===== config.mk =====
export PLATFORM = sky130hd
export DESIGN_NAME = eth_fcs_top
export DESIGN_NICKNAME = d
export VERILOG_FILES = /design/src/rtl/eth_fcs_pkg.sv /design/src/rtl/crc32_word_engine.sv /design/src/rtl/eth_fcs_top.sv /design/src/rtl/fcs_result.sv /design/src/rtl/frame_sequencer.sv
export SDC_FILE = /design/constraint.sdc
export NUM_CORES = 1
export LEC_CHECK = 0
export BUFFER_PORTS_ARGS = -buffer_cell sky130_fd_sc_hd__buf_2
export CAP_MARGIN = 25
export CORE_UTILIZATION = 43
export CTS_CLUSTER_DIAMETER = 60
export DETAILED_ROUTE_END_ITERATION = 10
export PLACE_DENSITY = 0.6
export SLEW_MARGIN = 30
export SYNTH_ARGS = -nofsm -noshare
export SYNTH_HDL_FRONTEND = slang
export SYNTH_SLANG_ARGS = --single-unit

===== constraint.sdc =====
create_clock -name clk -period 2.8 [get_ports clk]
set_input_delay 0.14 -clock clk [delete_from_list [all_inputs] [get_ports clk]]
set_output_delay 0.14 -clock clk [all_outputs]
set_load 0.01 [all_outputs]

===== src/rtl/eth_fcs_pkg.sv =====
// eth fcs package: shared word and crc types, CRC-32 constants, FSM encodings
package eth_fcs_pkg;

    // one frame word, byte 0 in bits 7:0
    typedef logic [31:0] word_t;

    // crc register value, msb-first (non-reflected) form
    typedef logic [31:0] crc_t;

    // seed at every frame start
    localparam crc_t CRC_INIT = 32'hFFFF_FFFF;

    // raw register left over after a good frame that carries its own fcs
    localparam crc_t CRC_RESIDUE = 32'hC704_DD7B;

    // word engine states
    typedef enum logic {
        ENG_IDLE,
        ENG_BUSY
    } eng_state_t;

    // frame sequencer states
    typedef enum logic [1:0] {
        SEQ_IDLE,
        SEQ_ISSUE,
        SEQ_WAIT,
        SEQ_FINISH
    } seq_state_t;

endpackage


===== src/rtl/crc32_word_engine.sv =====
// crc32 word engine: one 32-bit word per req/ack, three-stage CRC-32 update
`timescale 1ns/1ps

module crc32_word_engine #(
    parameter logic [31:0] POLY = 32'h04C11DB7
) (
    input  logic               clk,
    input  logic               rst,
    input  logic               req,
    input  eth_fcs_pkg::word_t data,
    input  logic               first,
    output logic               ack,
    output logic               done,
    output eth_fcs_pkg::crc_t  crc
);

    eth_fcs_pkg::eng_state_t state;

    // stage 1: reversed word and seed select
    eth_fcs_pkg::word_t rev_d;
    eth_fcs_pkg::word_t rev_q;
    logic               first_q;

    // stage 2: register after the first 16 shift steps
    eth_fcs_pkg::crc_t  seed;
    eth_fcs_pkg::crc_t  xord;
    eth_fcs_pkg::crc_t  half_d;
    eth_fcs_pkg::crc_t  half_q;
    logic               half_v;

    // stage 3: remaining 16 steps, straight into crc
    eth_fcs_pkg::crc_t  full_d;

    // 16 steps of msb-first polynomial division
    function automatic eth_fcs_pkg::crc_t shift16(input eth_fcs_pkg::crc_t val);
        eth_fcs_pkg::crc_t r;
        r = val;
        for (int i = 0; i < 16; i++) begin
            r = {r[30:0], 1'b0} ^ (POLY & {32{r[31]}});
        end
        return r;
    endfunction

    // reflected ethernet order: byte lsb first becomes word msb first
    always_comb begin
        for (int i = 0; i < 32; i++) begin
            rev_d[i] = data[31-i];
        end
    end

    // running register unless this word opens a frame
    assign seed   = first_q ? eth_fcs_pkg::CRC_INIT : crc;
    assign xord   = seed ^ rev_q;
    assign half_d = shift16(xord);
    assign full_d = shift16(half_q);

    // control: state, ack pulse and stage valids
    always_ff @(posedge clk) begin
        if (rst) begin
            state  <= eth_fcs_pkg::ENG_IDLE;
            ack    <= 1'b0;
            half_v <= 1'b0;
            done   <= 1'b0;
        end else begin
            // ack doubles as the stage 1 valid
            ack    <= 1'b0;
            half_v <= ack;
            done   <= half_v;
            case (state)
                eth_fcs_pkg::ENG_IDLE: begin
                    if (req) begin
                        ack   <= 1'b1;
                        state <= eth_fcs_pkg::ENG_BUSY;
                    end
                end
                eth_fcs_pkg::ENG_BUSY: begin
                    // back to idle one cycle after done
                    if (done) begin
                        state <= eth_fcs_pkg::ENG_IDLE;
                    end
                end
                default: state <= eth_fcs_pkg::ENG_IDLE;
            endcase
        end
    end

    // stage registers carry payload only
    always_ff @(posedge clk) begin
        if (state == eth_fcs_pkg::ENG_IDLE && req) begin
            rev_q   <= rev_d;
            first_q <= first;
        end
        if (ack) begin
            half_q <= half_d;
        end
    end

    // crc itself restarts at the seed
    always_ff @(posedge clk) begin
        if (rst) begin
            crc <= eth_fcs_pkg::CRC_INIT;
        end else if (half_v) begin
            crc <= full_d;
        end
    end

    // one ack per accepted request
    ack_single_cycle: assert property (
        @(posedge clk) disable iff (rst)
        ack |=> !ack
    ) else $error("crc32_word_engine: ack high two cycles in a row");

    // the requester must hold req until the engine answers
    req_held_until_ack: assert property (
        @(posedge clk) disable iff (rst)
        req && !ack |=> req
    ) else $error("crc32_word_engine: req dropped before ack");

endmodule


===== src/rtl/eth_fcs_top.sv =====
// eth fcs top: sequencer, crc32 word engine and result stage
`timescale 1ns/1ps

module eth_fcs_top #(
    parameter logic [31:0] POLY = 32'h04C11DB7
) (
    input  logic               clk,
    input  logic               rst,
    input  logic               word_strobe,
    input  eth_fcs_pkg::word_t word,
    input  logic               last,
    output logic               busy,
    output eth_fcs_pkg::crc_t  fcs,
    output logic               fcs_valid,
    output logic               fcs_ok
);

    // sequencer to engine
    logic               req;
    logic               ack;
    logic               done;
    logic               first;
    eth_fcs_pkg::word_t data;

    // engine and sequencer to result stage
    eth_fcs_pkg::crc_t  crc;
    logic               frame_end;

    frame_sequencer seq0 (
        .clk         (clk),
        .rst         (rst),
        .word_strobe (word_strobe),
        .word        (word),
        .last        (last),
        .busy        (busy),
        .req         (req),
        .data        (data),
        .first       (first),
        .ack         (ack),
        .done        (done),
        .frame_end   (frame_end)
    );

    crc32_word_engine #(
        .POLY (POLY)
    ) eng0 (
        .clk   (clk),
        .rst   (rst),
        .req   (req),
        .data  (data),
        .first (first),
        .ack   (ack),
        .done  (done),
        .crc   (crc)
    );

    fcs_result res0 (
        .clk       (clk),
        .rst       (rst),
        .frame_end (frame_end),
        .crc       (crc),
        .fcs       (fcs),
        .fcs_ok    (fcs_ok),
        .fcs_valid (fcs_valid)
    );

endmodule


===== src/rtl/fcs_result.sv =====
// fcs result stage: registers the frame fcs and the residue verdict at frame end
`timescale 1ns/1ps

module fcs_result (
    input  logic              clk,
    input  logic              rst,
    input  logic              frame_end,
    input  eth_fcs_pkg::crc_t crc,
    output eth_fcs_pkg::crc_t fcs,
    output logic              fcs_ok,
    output logic              fcs_valid
);

    // fcs and verdict as seen at the frame end
    eth_fcs_pkg::crc_t fcs_d;
    logic              ok_d;

    // transmit side sends the complemented register
    assign fcs_d = ~crc;

    // receive side, frame already holds its fcs word
    assign ok_d = (crc == eth_fcs_pkg::CRC_RESIDUE);

    always_ff @(posedge clk) begin
        if (rst) begin
            fcs       <= '0;
            fcs_ok    <= 1'b0;
            fcs_valid <= 1'b0;
        end else begin
            fcs_valid <= frame_end;
            // both results hold until the next frame closes
            if (frame_end) begin
                fcs    <= fcs_d;
                fcs_ok <= ok_d;
            end
        end
    end

    // single pulse per frame
    valid_single_pulse: assert property (
        @(posedge clk) disable iff (rst)
        fcs_valid |=> !fcs_valid
    ) else $error("fcs_result: fcs_valid longer than one cycle");

endmodule


===== src/rtl/frame_sequencer.sv =====
// frame sequencer: takes strobed frame words and feeds them to the crc engine
`timescale 1ns/1ps

module frame_sequencer (
    input  logic               clk,
    input  logic               rst,
    input  logic               word_strobe,
    input  eth_fcs_pkg::word_t word,
    input  logic               last,
    output logic               busy,
    output logic               req,
    output eth_fcs_pkg::word_t data,
    output logic               first,
    input  logic               ack,
    input  logic               done,
    output logic               frame_end
);

    eth_fcs_pkg::seq_state_t state;

    // last flag of the word in flight
    logic last_q;

    // high between the first and the last word of a frame
    logic in_frame;

    // word accepted from the source
    logic take;

    // outputs decode straight from the state
    assign req       = (state == eth_fcs_pkg::SEQ_ISSUE);
    assign busy      = (state == eth_fcs_pkg::SEQ_ISSUE) ||
                       (state == eth_fcs_pkg::SEQ_WAIT);
    assign frame_end = (state == eth_fcs_pkg::SEQ_FINISH);

    // strobes while busy are dropped
    assign take = word_strobe && !busy;

    always_ff @(posedge clk) begin
        if (rst) begin
            state    <= eth_fcs_pkg::SEQ_IDLE;
            in_frame <= 1'b0;
            first    <= 1'b0;
        end else begin
            case (state)
                // the frame_end cycle also takes a new word
                eth_fcs_pkg::SEQ_IDLE,
                eth_fcs_pkg::SEQ_FINISH: begin
                    if (take) begin
                        first <= !in_frame;
                        state <= eth_fcs_pkg::SEQ_ISSUE;
                    end else begin
                        state <= eth_fcs_pkg::SEQ_IDLE;
                    end
                end
                eth_fcs_pkg::SEQ_ISSUE: begin
                    // req falls the cycle after ack
                    if (ack) begin
                        state <= eth_fcs_pkg::SEQ_WAIT;
                    end
                end
                eth_fcs_pkg::SEQ_WAIT: begin
                    if (done) begin
                        if (last_q) begin
                            // close the frame, next word reseeds
                            in_frame <= 1'b0;
                            state    <= eth_fcs_pkg::SEQ_FINISH;
                        end else begin
                            in_frame <= 1'b1;
                            state    <= eth_fcs_pkg::SEQ_IDLE;
                        end
                    end
                end
                default: state <= eth_fcs_pkg::SEQ_IDLE;
            endcase
        end
    end

    // word and last flag held until the next accepted strobe
    always_ff @(posedge clk) begin
        if (take) begin
            data   <= word;
            last_q <= last;
        end
    end

    // source must respect busy
    no_strobe_while_busy: assert property (
        @(posedge clk) disable iff (rst)
        word_strobe |-> !busy
    ) else $error("frame_sequencer: word_strobe while busy, word ignored");

endmodule


== After elaboration in Yosys (flattened, before gate mapping) ==
Index checks and enable logic that the tools add are counted.
W data, S select, Z words.
Cells by class
  equality and inequality tests: 6
  mux-type cells: 10
  bitwise logic cells: 35
  reduce and logical (&&, ||, !) cells: 11
Operators by type and width (number)
  $xor A32 B27 Y32: 32
  $eq A32 B32 Y1 const B: 1
  $mux W32: 1
  $not A32 Y32: 1
  $xor A32 B32 Y32: 1
  $mux W2: 3
  $pmux W2 S3: 1
  $reduce_and A2 Y1: 3
  $eq A2 B2 Y1 const B: 2
  $mux W1: 4
  $reduce_or A2 Y1: 2
  $eq A2 B1 Y1 const B: 1
  $logic_and A1 B1 Y1: 2
  $logic_not A1 Y1: 2
  $logic_not A2 Y1: 1
  $ne A2 B1 Y1 const B: 1
  $ne A2 B2 Y1 const B: 1
  $pmux W1 S2: 1
  $logic_or A1 B1 Y1: 1
  $not A1 Y1: 1
Storage, ports and cells
  bits in registers: 172
  output and inout bits: 35

== Depth between registers and ports, before layout ==
Gate-level depths: netlist (run 1).
  word-level depth: 18
  depth in mapped cells: 9

== Cells and area by module ==
Synthesis (run 1) repeated with hierarchy kept, for this count alone.
Second synthesis, totals
  cells, all modules: 727
  area, all modules: 9160.0 sq um
By module, submodules not included
  crc32_word_engine: times used 1, cells each 544, area an instance 6730.2 sq um, seq. area each 2672.6 sq um
  frame_sequencer: times used 1, cells each 59, area an instance 1238.7 sq um, seq. area each 1071.0 sq um
  fcs_result: times used 1, cells each 124, area an instance 1191.1 sq um, seq. area each 680.7 sq um

== Worst setup path before layout (run 1) ==
OpenSTA, ideal clock, no wires.
  path type: reg2reg
  from: register seq0.state[0]
  to: register eng0.first_q (enable)
  library setup time: 0.428 ns
  arrival time: 2.095 ns
  required time: 2.372 ns
  path slack: 0.277 ns
  cell stages (with the launch flop): 3
  buffers on the path: 0
  path through: dfxtp_1 > ha_1 > nor2b_1
Between the ends
  longest elaborated chain between the ends: 2
RTL lines
  from (decl): line frame_sequencer.sv:19  | eth_fcs_pkg::seq_state_t state;
  from (signal assigned): line frame_sequencer.sv:41  | state <= eth_fcs_pkg::SEQ_IDLE;
  from (signal assigned): line frame_sequencer.sv:51  | state <= eth_fcs_pkg::SEQ_ISSUE;
  from (signal assigned): line frame_sequencer.sv:53  | state <= eth_fcs_pkg::SEQ_IDLE;
  $eq A2 B1 Y1: line frame_sequencer.sv:31  | assign req = (state == eth_fcs_pkg::SEQ_ISSUE);
  named net eng0.req: line crc32_word_engine.sv:9  | input logic req,
  $logic_and A1 B1 Y1: line crc32_word_engine.sv:89  | if (state == eth_fcs_pkg::ENG_IDLE && req) begin
  to (signal assigned): line crc32_word_engine.sv:91  | first_q <= first;
  to (decl): line crc32_word_engine.sv:22  | logic first_q;
The timed path passes the listed nets, and every way through them passes these cells.
A chain may end at the register's enable or synchronous reset.

== Worst setup path in the final report (run 1) ==
  from: register eng0.rev_q[31]
  to: register eng0.half_q[4] (data pin)
Between the ends
  longest elaborated chain between the ends: 17
RTL lines
  from (decl): line crc32_word_engine.sv:21  | eth_fcs_pkg::word_t rev_q;
  from (signal assigned): line crc32_word_engine.sv:90  | rev_q <= rev_d;
  $xor A32 B32 Y32: line crc32_word_engine.sv:53  | assign xord = seed ^ rev_q;
  $xor A32 B27 Y32 (16 in series): line crc32_word_engine.sv:39  | r = {r[30:0], 1'b0} ^ (POLY & {32{r[31]}});
  named net eng0.half_d[4]: line crc32_word_engine.sv:27  | eth_fcs_pkg::crc_t half_d;
  to (signal assigned): line crc32_word_engine.sv:94  | half_q <= half_d;
  to (decl): line crc32_word_engine.sv:28  | eth_fcs_pkg::crc_t half_q;
The timed path passes the listed nets, and every way through them passes these cells.

==> run summary, run 1 <==
Status -> finished, final reports clean
Pins Over Slew Limit -> 0
# DRC -> 0
Final Hold Fails -> 0
Worst slack, placed -> 0.131 ns
First DRT Iteration DRCs -> 317
DIE WIDTH -> 148 um
Total track usage -> 20.4%
Worst path slowest cell -> xnor3_1
Fin crit share -> 93.9%
I/O pin count -> 71
# Max-Cap Violations -> 0
Chip height -> 148 um
Syn-to-layout area delta -> 18.6%
Seq/Total Area, Yosys -> 48.2%
Antenna viol nets, final -> 0
Latest clock arrival within the worst-skew pair -> 0.43 ns
Overall die area -> 0.0220 mm2
Clock Tree Buf Depth -> 2
Util after Layout -> 52.0%
Clock sink count -> 172
Root buffer cell -> clkbuf_16
Post-route design area -> 0.0109 mm2
CP delay by family, top -> XOR/XNOR gates
Yosys cell types -> 40
Crit-path cells -> xnor2_2 > xnor2_2 > xnor3_1 > xor2_1 > xnor3_1
Global-route wire length before repair -> 32500 um
Port Buffers -> 70
Data required, critical path -> 2.97 ns
Fin nets -> 902
FF-to-FF End -> eng0.half_q[4]
Flop and latch count out of synthesis -> 172
Critical Path Fanout Max -> 6
CTS H-tree lvls -> 4
Largest net degree at the start of global routing -> 75
CTS Buf Count -> 17
P_int -> 0.00971 W
Core Footprint -> 0.0210 mm2
Row count -> 53
Pre-antenna DRT Iters -> 5
Worst VDD drop -> 0.724 mV
Mapped Cells -> 749
Worst setup SP type -> flop
Worst hold stages -> 3
Via count -> 5563
Post-synth EDFFs -> 98
Hold path endpoint -> res0.fcs[27]
# setup viols final -> 0
Total Wirelength -> 21300 um
Fin crit period -> 2.63 ns
Tightest Pin Transition -> 0.762 ns
Buf/Inv on CP -> 0
Vias in the first global route -> 5645
Initial antenna violation count -> 0
Post-CTS setup buffers -> 0
Mean post-synth cell area -> 12.3 um2
Net Sw Power -> 0.00619 W
Total Power -> 0.0159 W
RePlAce Congestion -> 0.894
Clk_skew -> 0.0140 ns
WS Path Type -> flop to flop
Flop2flop setup slack -> 0.17 ns
Reg2reg start -> eng0.rev_q[31]
RSZ-0062 raised after global routing -> no
Area after DPL -> 0.00996 mm2
Total negative slack -> 0 ns
CTS tree -> done
Area contributors post-synth -> edfxtp_1 (32%), xnor2_1 (18%), dfxtp_1 (16%)
Clock transition at path regs -> 0.08 ns
Power Dens Cells -> 1460 mW/mm2
Slew headroom -> 48.8%
Flop pwr share -> 24.7%
Top_reg_cell synth -> edfxtp_1
Switching portion of total power -> 38.9%
Power share of the combinational group -> 60.3%
FMAX -> 380 MHz
DR WL/cell -> 18.5 um
Data arrival time of the worst path -> 2.80 ns
Critical path endpoint category -> flop
Worst-case reg-to-reg path depth -> 5
Post-synth top area share -> 32.0%
Via/cell ratio -> 4.83
DP HPWL -> 16400 um
Diode count -> 0
Synthesized cell area -> 0.00919 mm2
Synth warn -> 0
Area leader, netlist -> edfxtp_1
Initial Util -> 43.8%
Worst setup margin -> 0.170 ns
Hold Crit Start -> rst
Filler cells -> 1861
Clock power share -> 15.0%
Largest stage delay, worst path -> 0.59 ns
Post-synth ARST share -> 0%
Hold/Removal Path Class -> input pin to flop
Static Leak -> 4.13 nW
Synth Net Count -> 788
Layout cells sized above 1 -> 21.5%
Total overflow reported by the global router -> 0
-- layout by cell type (no fill, tap or decap), types with 2 or more instances in the layout --
cell and n:
or2_2 15, xnor2_4 4, nand4b_1 2, nand2_1 2, xnor2_1 193, a21oi_1 18
xnor3_2 5, a211o_1 17, clkbuf_16 18, ha_1 2, clkinv_8 2, xor2_1 62
a211oi_1 30, nor2_1 91, nor2_2 3, buf_4 36, dfxtp_1 72, xor3_2 4
dlygate4sd3_1 33, inv_8 5, clkinv_4 2, xor2_2 2, xor3_1 2, inv_6 3
nor4b_1 3, mux2i_1 5, inv_1 9, xnor2_2 11, nand4_1 2, dfxtp_2 2
xnor3_1 18, edfxtp_1 98, buf_2 70, nor2b_1 20
-- per-stage QoR --
step	cells	hold WS [ns]
CTS	1151	0.330
finish	1151	0.340
global route	1151	0.387
global placement	1086	0.317
floorplan	749	0.239
detailed placement	1086	0.318
-- cells by family (layout without fill, tap and decap cells) --
group	Yosys count	after routing	synth area share, %
and+or+nand+nor	145	145	7.49
buffers and inverters	54	181	2.68
adders and majority gates	3	3	0.409
xor gates and xnor gates	302	302	35.4
AOI/OAI and AO/OA	68	68	5.28
DFF	172	172	48.2
muxes	5	5	0.545
-- power groups by stage --
| stage | clock network [W] | registers, W | logic, W |
|---|---|---|---|
| finish | 0.00239 | 0.00393 | 0.00959 |
| global route | 0.00253 | 0.00397 | 0.0102 |
| CTS | 0.00243 | 0.00393 | 0.00967 |
| detailed placement | 0 | 0.00399 | 0.00956 |
| global placement | 0 | 0.00398 | 0.00951 |
| floorplan | 0 | 0.00380 | 0.00750 |
-- flip-flops by register name, summed over array words and instances, names as in the netlist --
register,count
eng0.state,1
eng0.done,1
res0.fcs_ok,1
eng0.crc,32
seq0.first,1
res0.fcs_valid,1
res0.fcs,32
eng0.ack,1
eng0.rev_q,32
seq0.in_frame,1
eng0.half_q,32
seq0.state,2
eng0.half_v,1
seq0.data,32
seq0.last_q,1
eng0.first_q,1
-- tightest hold or removal path, stage by stage --
cell and delay [ns]:
buf_2 0.09, buf_4 0.34, nor2_1 0.16
-- synthesized netlist by cell type, types with 9 or more instances --
master and number:
nor2b_1 21, or2_2 15, a211oi_1 30, xnor2_1 193, nor2_1 91, xor2_1 62
a211o_1 17, edfxtp_1 98, clkbuf_1 21, xnor2_2 11, buf_2 11, dfxtp_1 74
a21oi_1 18, xnor3_1 18, inv_1 9
-- final cells by class --
class	instances	area [um2]	share of cell area [%]
Sequential cell	172	4430	40.6
Clock buffer	19	464	4.26
Multi-Input combinational cell	523	4520	41.5
Tap cell	275	344	3.16
Inverter	9	33.8	0.310
Timing Repair Buffer	140	971	8.91
Clock inverter	13	139	1.27
-- per-layer routing --
metal	wire length [um]	track usage, %	part of all wire [%]	up-vias
met5	0	0	0	-
met4	436	6.55	2.0	0
met3	949	4.91	4.4	24
met2	10700	34.7	50	127
met1	9230	25.5	43	2689
li1	-	-	-	2723
-- how the worst max path moves through the flow --
stage | start | to | slack, ns | cells past startpoint
2_1_floorplan | seq0.state[0] | eng0.first_q | 0.28 | 2
3_3_place_gp | eng0.crc[29] | eng0.half_q[8] | 0.20 | 6
3_5_place_dp | eng0.crc[29] | eng0.half_q[4] | 0.13 | 6
4_1_cts | eng0.crc[29] | eng0.half_q[4] | 0.11 | 6
5_1_grt | eng0.rev_q[29] | eng0.half_q[4] | 0.005 | 5
6_report | eng0.rev_q[31] | eng0.half_q[4] | 0.17 | 5
-- what timing repair did --
action / 4_1_cts / 5_1_grt
endpoints found under the hold margin: 33 / 0
resized for setup: 0 / 1
setup endpoints to repair: 0 / 1
hold buffers: 33 / 0
No activity file was read; power rests on OpenSTA's default activity.
==> run 2: changes to the inputs <==
- RECOVER_POWER: not set -> 100
==> run summary, run 2 (synthesis results as in run 1) <==
RePlAce Congestion -> 0.894
Row count -> 53
P_int -> 0.00955 W
Switching portion of total power -> 39.2%
Chip height -> 148 um
Slew headroom -> -21.3%
RSZ-0062 raised after global routing -> no
Total overflow reported by the global router -> 0
Critical Path Fanout Max -> 7
CP delay by family, top -> XOR/XNOR gates
Crit-path cells -> xor2_1 > xnor2_4 > xnor3_1 > xnor2_2 > xnor3_1
Total Wirelength -> 21400 um
I/O pin count -> 71
First DRT Iteration DRCs -> 333
Area after DPL -> 0.00996 mm2
Fin crit share -> 95.1%
Most frequent cells in the layout -> xnor2_1 (195), edfxtp_1 (98), nor2_1 (91), dfxtp_1 (72), xor2_1 (64)
Clk_skew -> 0.0121 ns
Worst setup SP type -> flop
Pins Over Slew Limit -> 33
Clock Tree Buf Depth -> 2
DR WL/cell -> 18.6 um
DP HPWL -> 16400 um
Total track usage -> 20.4%
CTS tree -> done
Clock transition at path regs -> 0.07 ns
Latest clock arrival within the worst-skew pair -> 0.43 ns
Critical path endpoint category -> flop
WS Path Type -> flop to flop
Worst slack, placed -> 0.131 ns
Largest net degree at the start of global routing -> 75
Initial antenna violation count -> 0
# setup viols final -> 0
CTS H-tree lvls -> 4
Syn-to-layout area delta -> 17.2%
Violated checks -> max-capacitance violations, max-slew violations
Status -> finished, violations left
Root buffer cell -> clkbuf_16
Tightest Pin Transition -> 1.82 ns
Worst path slowest cell -> xnor3_1
Fin crit period -> 2.66 ns
Largest stage delay, worst path -> 0.65 ns
# DRC -> 0
Port Buffers -> 70
Fin nets -> 902
Diode count -> 0
Overall die area -> 0.0220 mm2
Power share of the combinational group -> 59.8%
Worst setup margin -> 0.138 ns
Core Footprint -> 0.0210 mm2
Clock sink count -> 172
Data required, critical path -> 2.97 ns
Via/cell ratio -> 4.84
Power Dens Cells -> 1460 mW/mm2
Commonest non-fill, non-tap cell in the layout -> xnor2_1
Vias in the first global route -> 5645
Final Hold Fails -> 0
# Max-Cap Violations -> 1
Layout cells sized above 1 -> 15.1%
Global-route wire length before repair -> 32500 um
Antenna viol nets, final -> 0
DIE WIDTH -> 148 um
Initial Util -> 43.8%
Static Leak -> 3.92 nW
Hold/Removal Path Class -> input pin to flop
Clock power share -> 15.2%
Data arrival time of the worst path -> 2.83 ns
Post-route design area -> 0.0108 mm2
Buf/Inv on CP -> 0
Flop pwr share -> 25.0%
Via count -> 5571
FMAX -> 376 MHz
Total negative slack -> 0 ns
Pre-antenna DRT Iters -> 5
CTS Buf Count -> 17
Worst VDD drop -> 0.735 mV
Cell mode on critical path -> xnor3_1
Net Sw Power -> 0.00617 W
==> run 2: final timing paths <==
path	from	end	slack, ns	cells after the start
setup / recovery	eng0.rev_q[30]	eng0.half_q[14]	0.14	5
setup reg to reg	eng0.rev_q[30]	eng0.half_q[14]	0.14	5
hold reg to reg	seq0.data[10]	eng0.rev_q[21]	0.42	0
hold / removal	word[13]	seq0.data[13]	0.41	2
==> run 2: final cells by class <==
cell class,instances,area (um2)
timing repair buffer,140,880
sequential,172,4430
tap,275,344
inverter,9,33.8
fill,1893,10200
clock buffer,19,464
multi-input combinational,523,4480
clock inverter,13,139
==> run 2: what timing repair did <==
| action | in CTS | in global routing |
|---|---|---|
| gates resized for setup | 0 | 1 |
| buffers inserted | 0 | 0 |
| hold buffers | 33 | 0 |
| endpoints found under the hold margin | 33 | 0 |
| endpoints found under the setup margin | 0 | 1 |
==> run 2: layer usage <==
metal	wire, um	part of all wire [%]	vias up	global-route usage [%]
li1	-	-	2728	-
met4	448	2.1	0	6.55
met2	10800	50	120	34.7
met3	929	4.3	27	4.91
met1	9220	43	2696	25.5
met5	0	0	-	0
==> run 2: power groups by stage <==
stage / sequential (W) / combinational [W] / clock (W)
finish: 0.00393 / 0.00940 / 0.00239
global route: 0.00397 / 0.0100 / 0.00253
CTS: 0.00393 / 0.00967 / 0.00243
detailed placement: 0.00399 / 0.00956 / 0
global placement: 0.00398 / 0.00951 / 0
floorplan: 0.00380 / 0.00750 / 0
==> run 2: metrics by stage <==
stage	cells	hold WS [ns]	total power (W)	util, %
final	1151	0.405	0.0157	51.4
after global routing	1151	0.400	0.0166	51.4
after CTS	1151	0.330	0.0160	52.0
after detailed placement	1086	0.318	0.0135	47.6
after global placement	1086	0.317	0.0135	47.6
after floorplan	749	0.239	0.0113	-
==> run 3: changes to the inputs <==
- GPL_TIMING_DRIVEN: not set -> 1
- PLACE_DENSITY: 0.6 -> 0.63
- clock period: 2.8 -> 2.42 ns (I/O delays scaled with it)
==> run summary, run 3 (synthesis results as in run 1) <==
Status -> finished, violations left
Violated checks -> negative setup slack
Port Buffers -> 70
# setup viols final -> 3
DR WL/cell -> 17.6 um
P_int -> 0.0122 W
DP HPWL -> 16200 um
Layout cells sized above 1 -> 26.2%
RSZ-0062 raised after global routing -> yes
Global-route wire length before repair -> 32800 um
Area after DPL -> 0.0104 mm2
Tightest Pin Transition -> 1.14 ns
Fin crit period -> 2.45 ns
Total track usage -> 20.4%
FMAX -> 408 MHz
Fin nets -> 977
Critical Path Fanout Max -> 7
Util after Layout -> 55.4%
Worst setup margin -> -0.0293 ns
Net Sw Power -> 0.00720 W
Most frequent cells in the layout -> xnor2_1 (183), edfxtp_1 (98), buf_4 (95), nor2_1 (82), dfxtp_1 (71)
Switching portion of total power -> 37.1%
Antenna viol nets, final -> 0
Hold/Removal Path Class -> input pin to flop
Data required, critical path -> 2.59 ns
Clk_skew -> 0.0139 ns
Total overflow reported by the global router -> 0
Initial antenna violation count -> 0
I/O pin count -> 71
DIE WIDTH -> 148 um
Power Dens Cells -> 1680 mW/mm2
Final Hold Fails -> 0
Via count -> 5819
Post-Place Cells -> 1148
Data arrival time of the worst path -> 2.62 ns
Clock Tree Buf Depth -> 2
Largest net degree at the start of global routing -> 63
First DRT Iteration DRCs -> 345
Core Footprint -> 0.0210 mm2
Latest clock arrival within the worst-skew pair -> 0.43 ns
Diode count -> 0
# Max-Cap Violations -> 0
CTS tree -> done
Overall die area -> 0.0220 mm2
Pre-antenna DRT Iters -> 5
Clock sink count -> 172
Chip height -> 148 um
Worst VDD drop -> 0.825 mV
Vias in the first global route -> 5774
Fin crit share -> 101%
Root buffer cell -> clkbuf_16
CTS H-tree lvls -> 4
Flop pwr share -> 23.3%
Commonest non-fill, non-tap cell in the layout -> xnor2_1
Static Leak -> 4.37 nW
RePlAce Congestion -> 0.882
Pins Over Slew Limit -> 0
# DRC -> 0
CTS Buf Count -> 17
Power share of the combinational group -> 63.0%
Critical path endpoint category -> flop
Initial Util -> 43.8%
Slew headroom -> 23.9%
Syn-to-layout area delta -> 26.3%
Final Non-Filler Cells -> 1226
Clock transition at path regs -> 0.07 ns
Via/cell ratio -> 4.75
Clock power share -> 13.7%
Total Wirelength -> 21500 um
Row count -> 53
Total Power -> 0.0194 W
Worst setup SP type -> flop
Post-route design area -> 0.0116 mm2
WS Path Type -> flop to flop
-- run 3: changes by cell type in the layout (fill, tap and decap cells not counted), moves of 4 or more --
cell | previous run | this run
buf_4 | 22 | 95
xnor2_1 | 195 | 183
xnor2_2 | 9 | 21
nor2_1 | 91 | 82
nor2_4 | 0 | 9
xor2_1 | 64 | 55
xor2_2 | 0 | 7
xnor3_1 | 22 | 16
xnor3_2 | 1 | 7
buf_6 | 0 | 5
clkbuf_1 | 45 | 41
-- run 3: repair_timing --
action / CTS / global route
gates resized for setup: 10 / 39
endpoints found under the hold margin: 33 / 0
hold buffers: 33 / 0
endpoints found under the setup margin: 13 / 21
pin swaps: 3 / 20
cloned: 1 / 0
buffers inserted: 3 / 10
-- run 3: final timing paths --
check	end	slack, ns	from	cells after the start
setup reg to reg	eng0.half_q[4]	-0.03	eng0.first_q	7
hold reg to reg	eng0.rev_q[21]	0.42	seq0.data[10]	0
setup / recovery	eng0.half_q[4]	-0.03	eng0.first_q	7
hold / removal	res0.fcs[27]	0.36	rst	2
-- run 3: worst max-delay path, stage by stage (launching register included) --
cell and delay (ns):
edfxtp_1 0.46, buf_6 0.19, nor2_4 0.11, xnor2_2 0.16, xor3_2 0.46, xor3_2 0.46
buf_6 0.16, xnor3_1 0.18
-- run 3: cell type report --
class | instances | area, um2
clock buffer | 19 | 453
clock inverter | 13 | 119
fill | 1851 | 9350
inverter | 9 | 33.8
multi-input combinational | 523 | 4740
sequential | 172 | 4430
tap | 275 | 344
timing repair buffer | 215 | 1490
-- run 3: layer usage --
| layer | wire length, um | vias up | share of wire (%) | track usage (%) |
|---|---|---|---|---|
| met2 | 10400 | 140 | 48 | 34.2 |
| met5 | 0 | - | 0 | 0 |
| met4 | 718 | 0 | 3.3 | 8.25 |
| li1 | - | 2876 | - | - |
| met1 | 9540 | 2765 | 44 | 26.1 |
| met3 | 870 | 38 | 4.0 | 3.87 |
-- run 3: stage by stage --
stage          setup slack (ns)  hold WS (ns)  setup TNS, ns
2_1_floorplan          -0.00887         0.220        -0.0186
3_3_place_gp            -0.0673         0.297         -0.294
3_5_place_dp            -0.0745         0.299         -0.251
4_1_cts                 -0.0101         0.115        -0.0181
5_1_grt                 -0.0476         0.389         -0.235
6_report                -0.0293         0.361        -0.0514
-- run 3: power groups by stage --
stage / Combinational (W) / Sequential (W) / Clock [W]
2_1_floorplan: 0.00868 / 0.00440 / 0
3_3_place_gp: 0.0118 / 0.00458 / 0
3_5_place_dp: 0.0119 / 0.00458 / 0
4_1_cts: 0.0121 / 0.00453 / 0.00272
5_1_grt: 0.0132 / 0.00459 / 0.00281
6_report: 0.0122 / 0.00454 / 0.00266
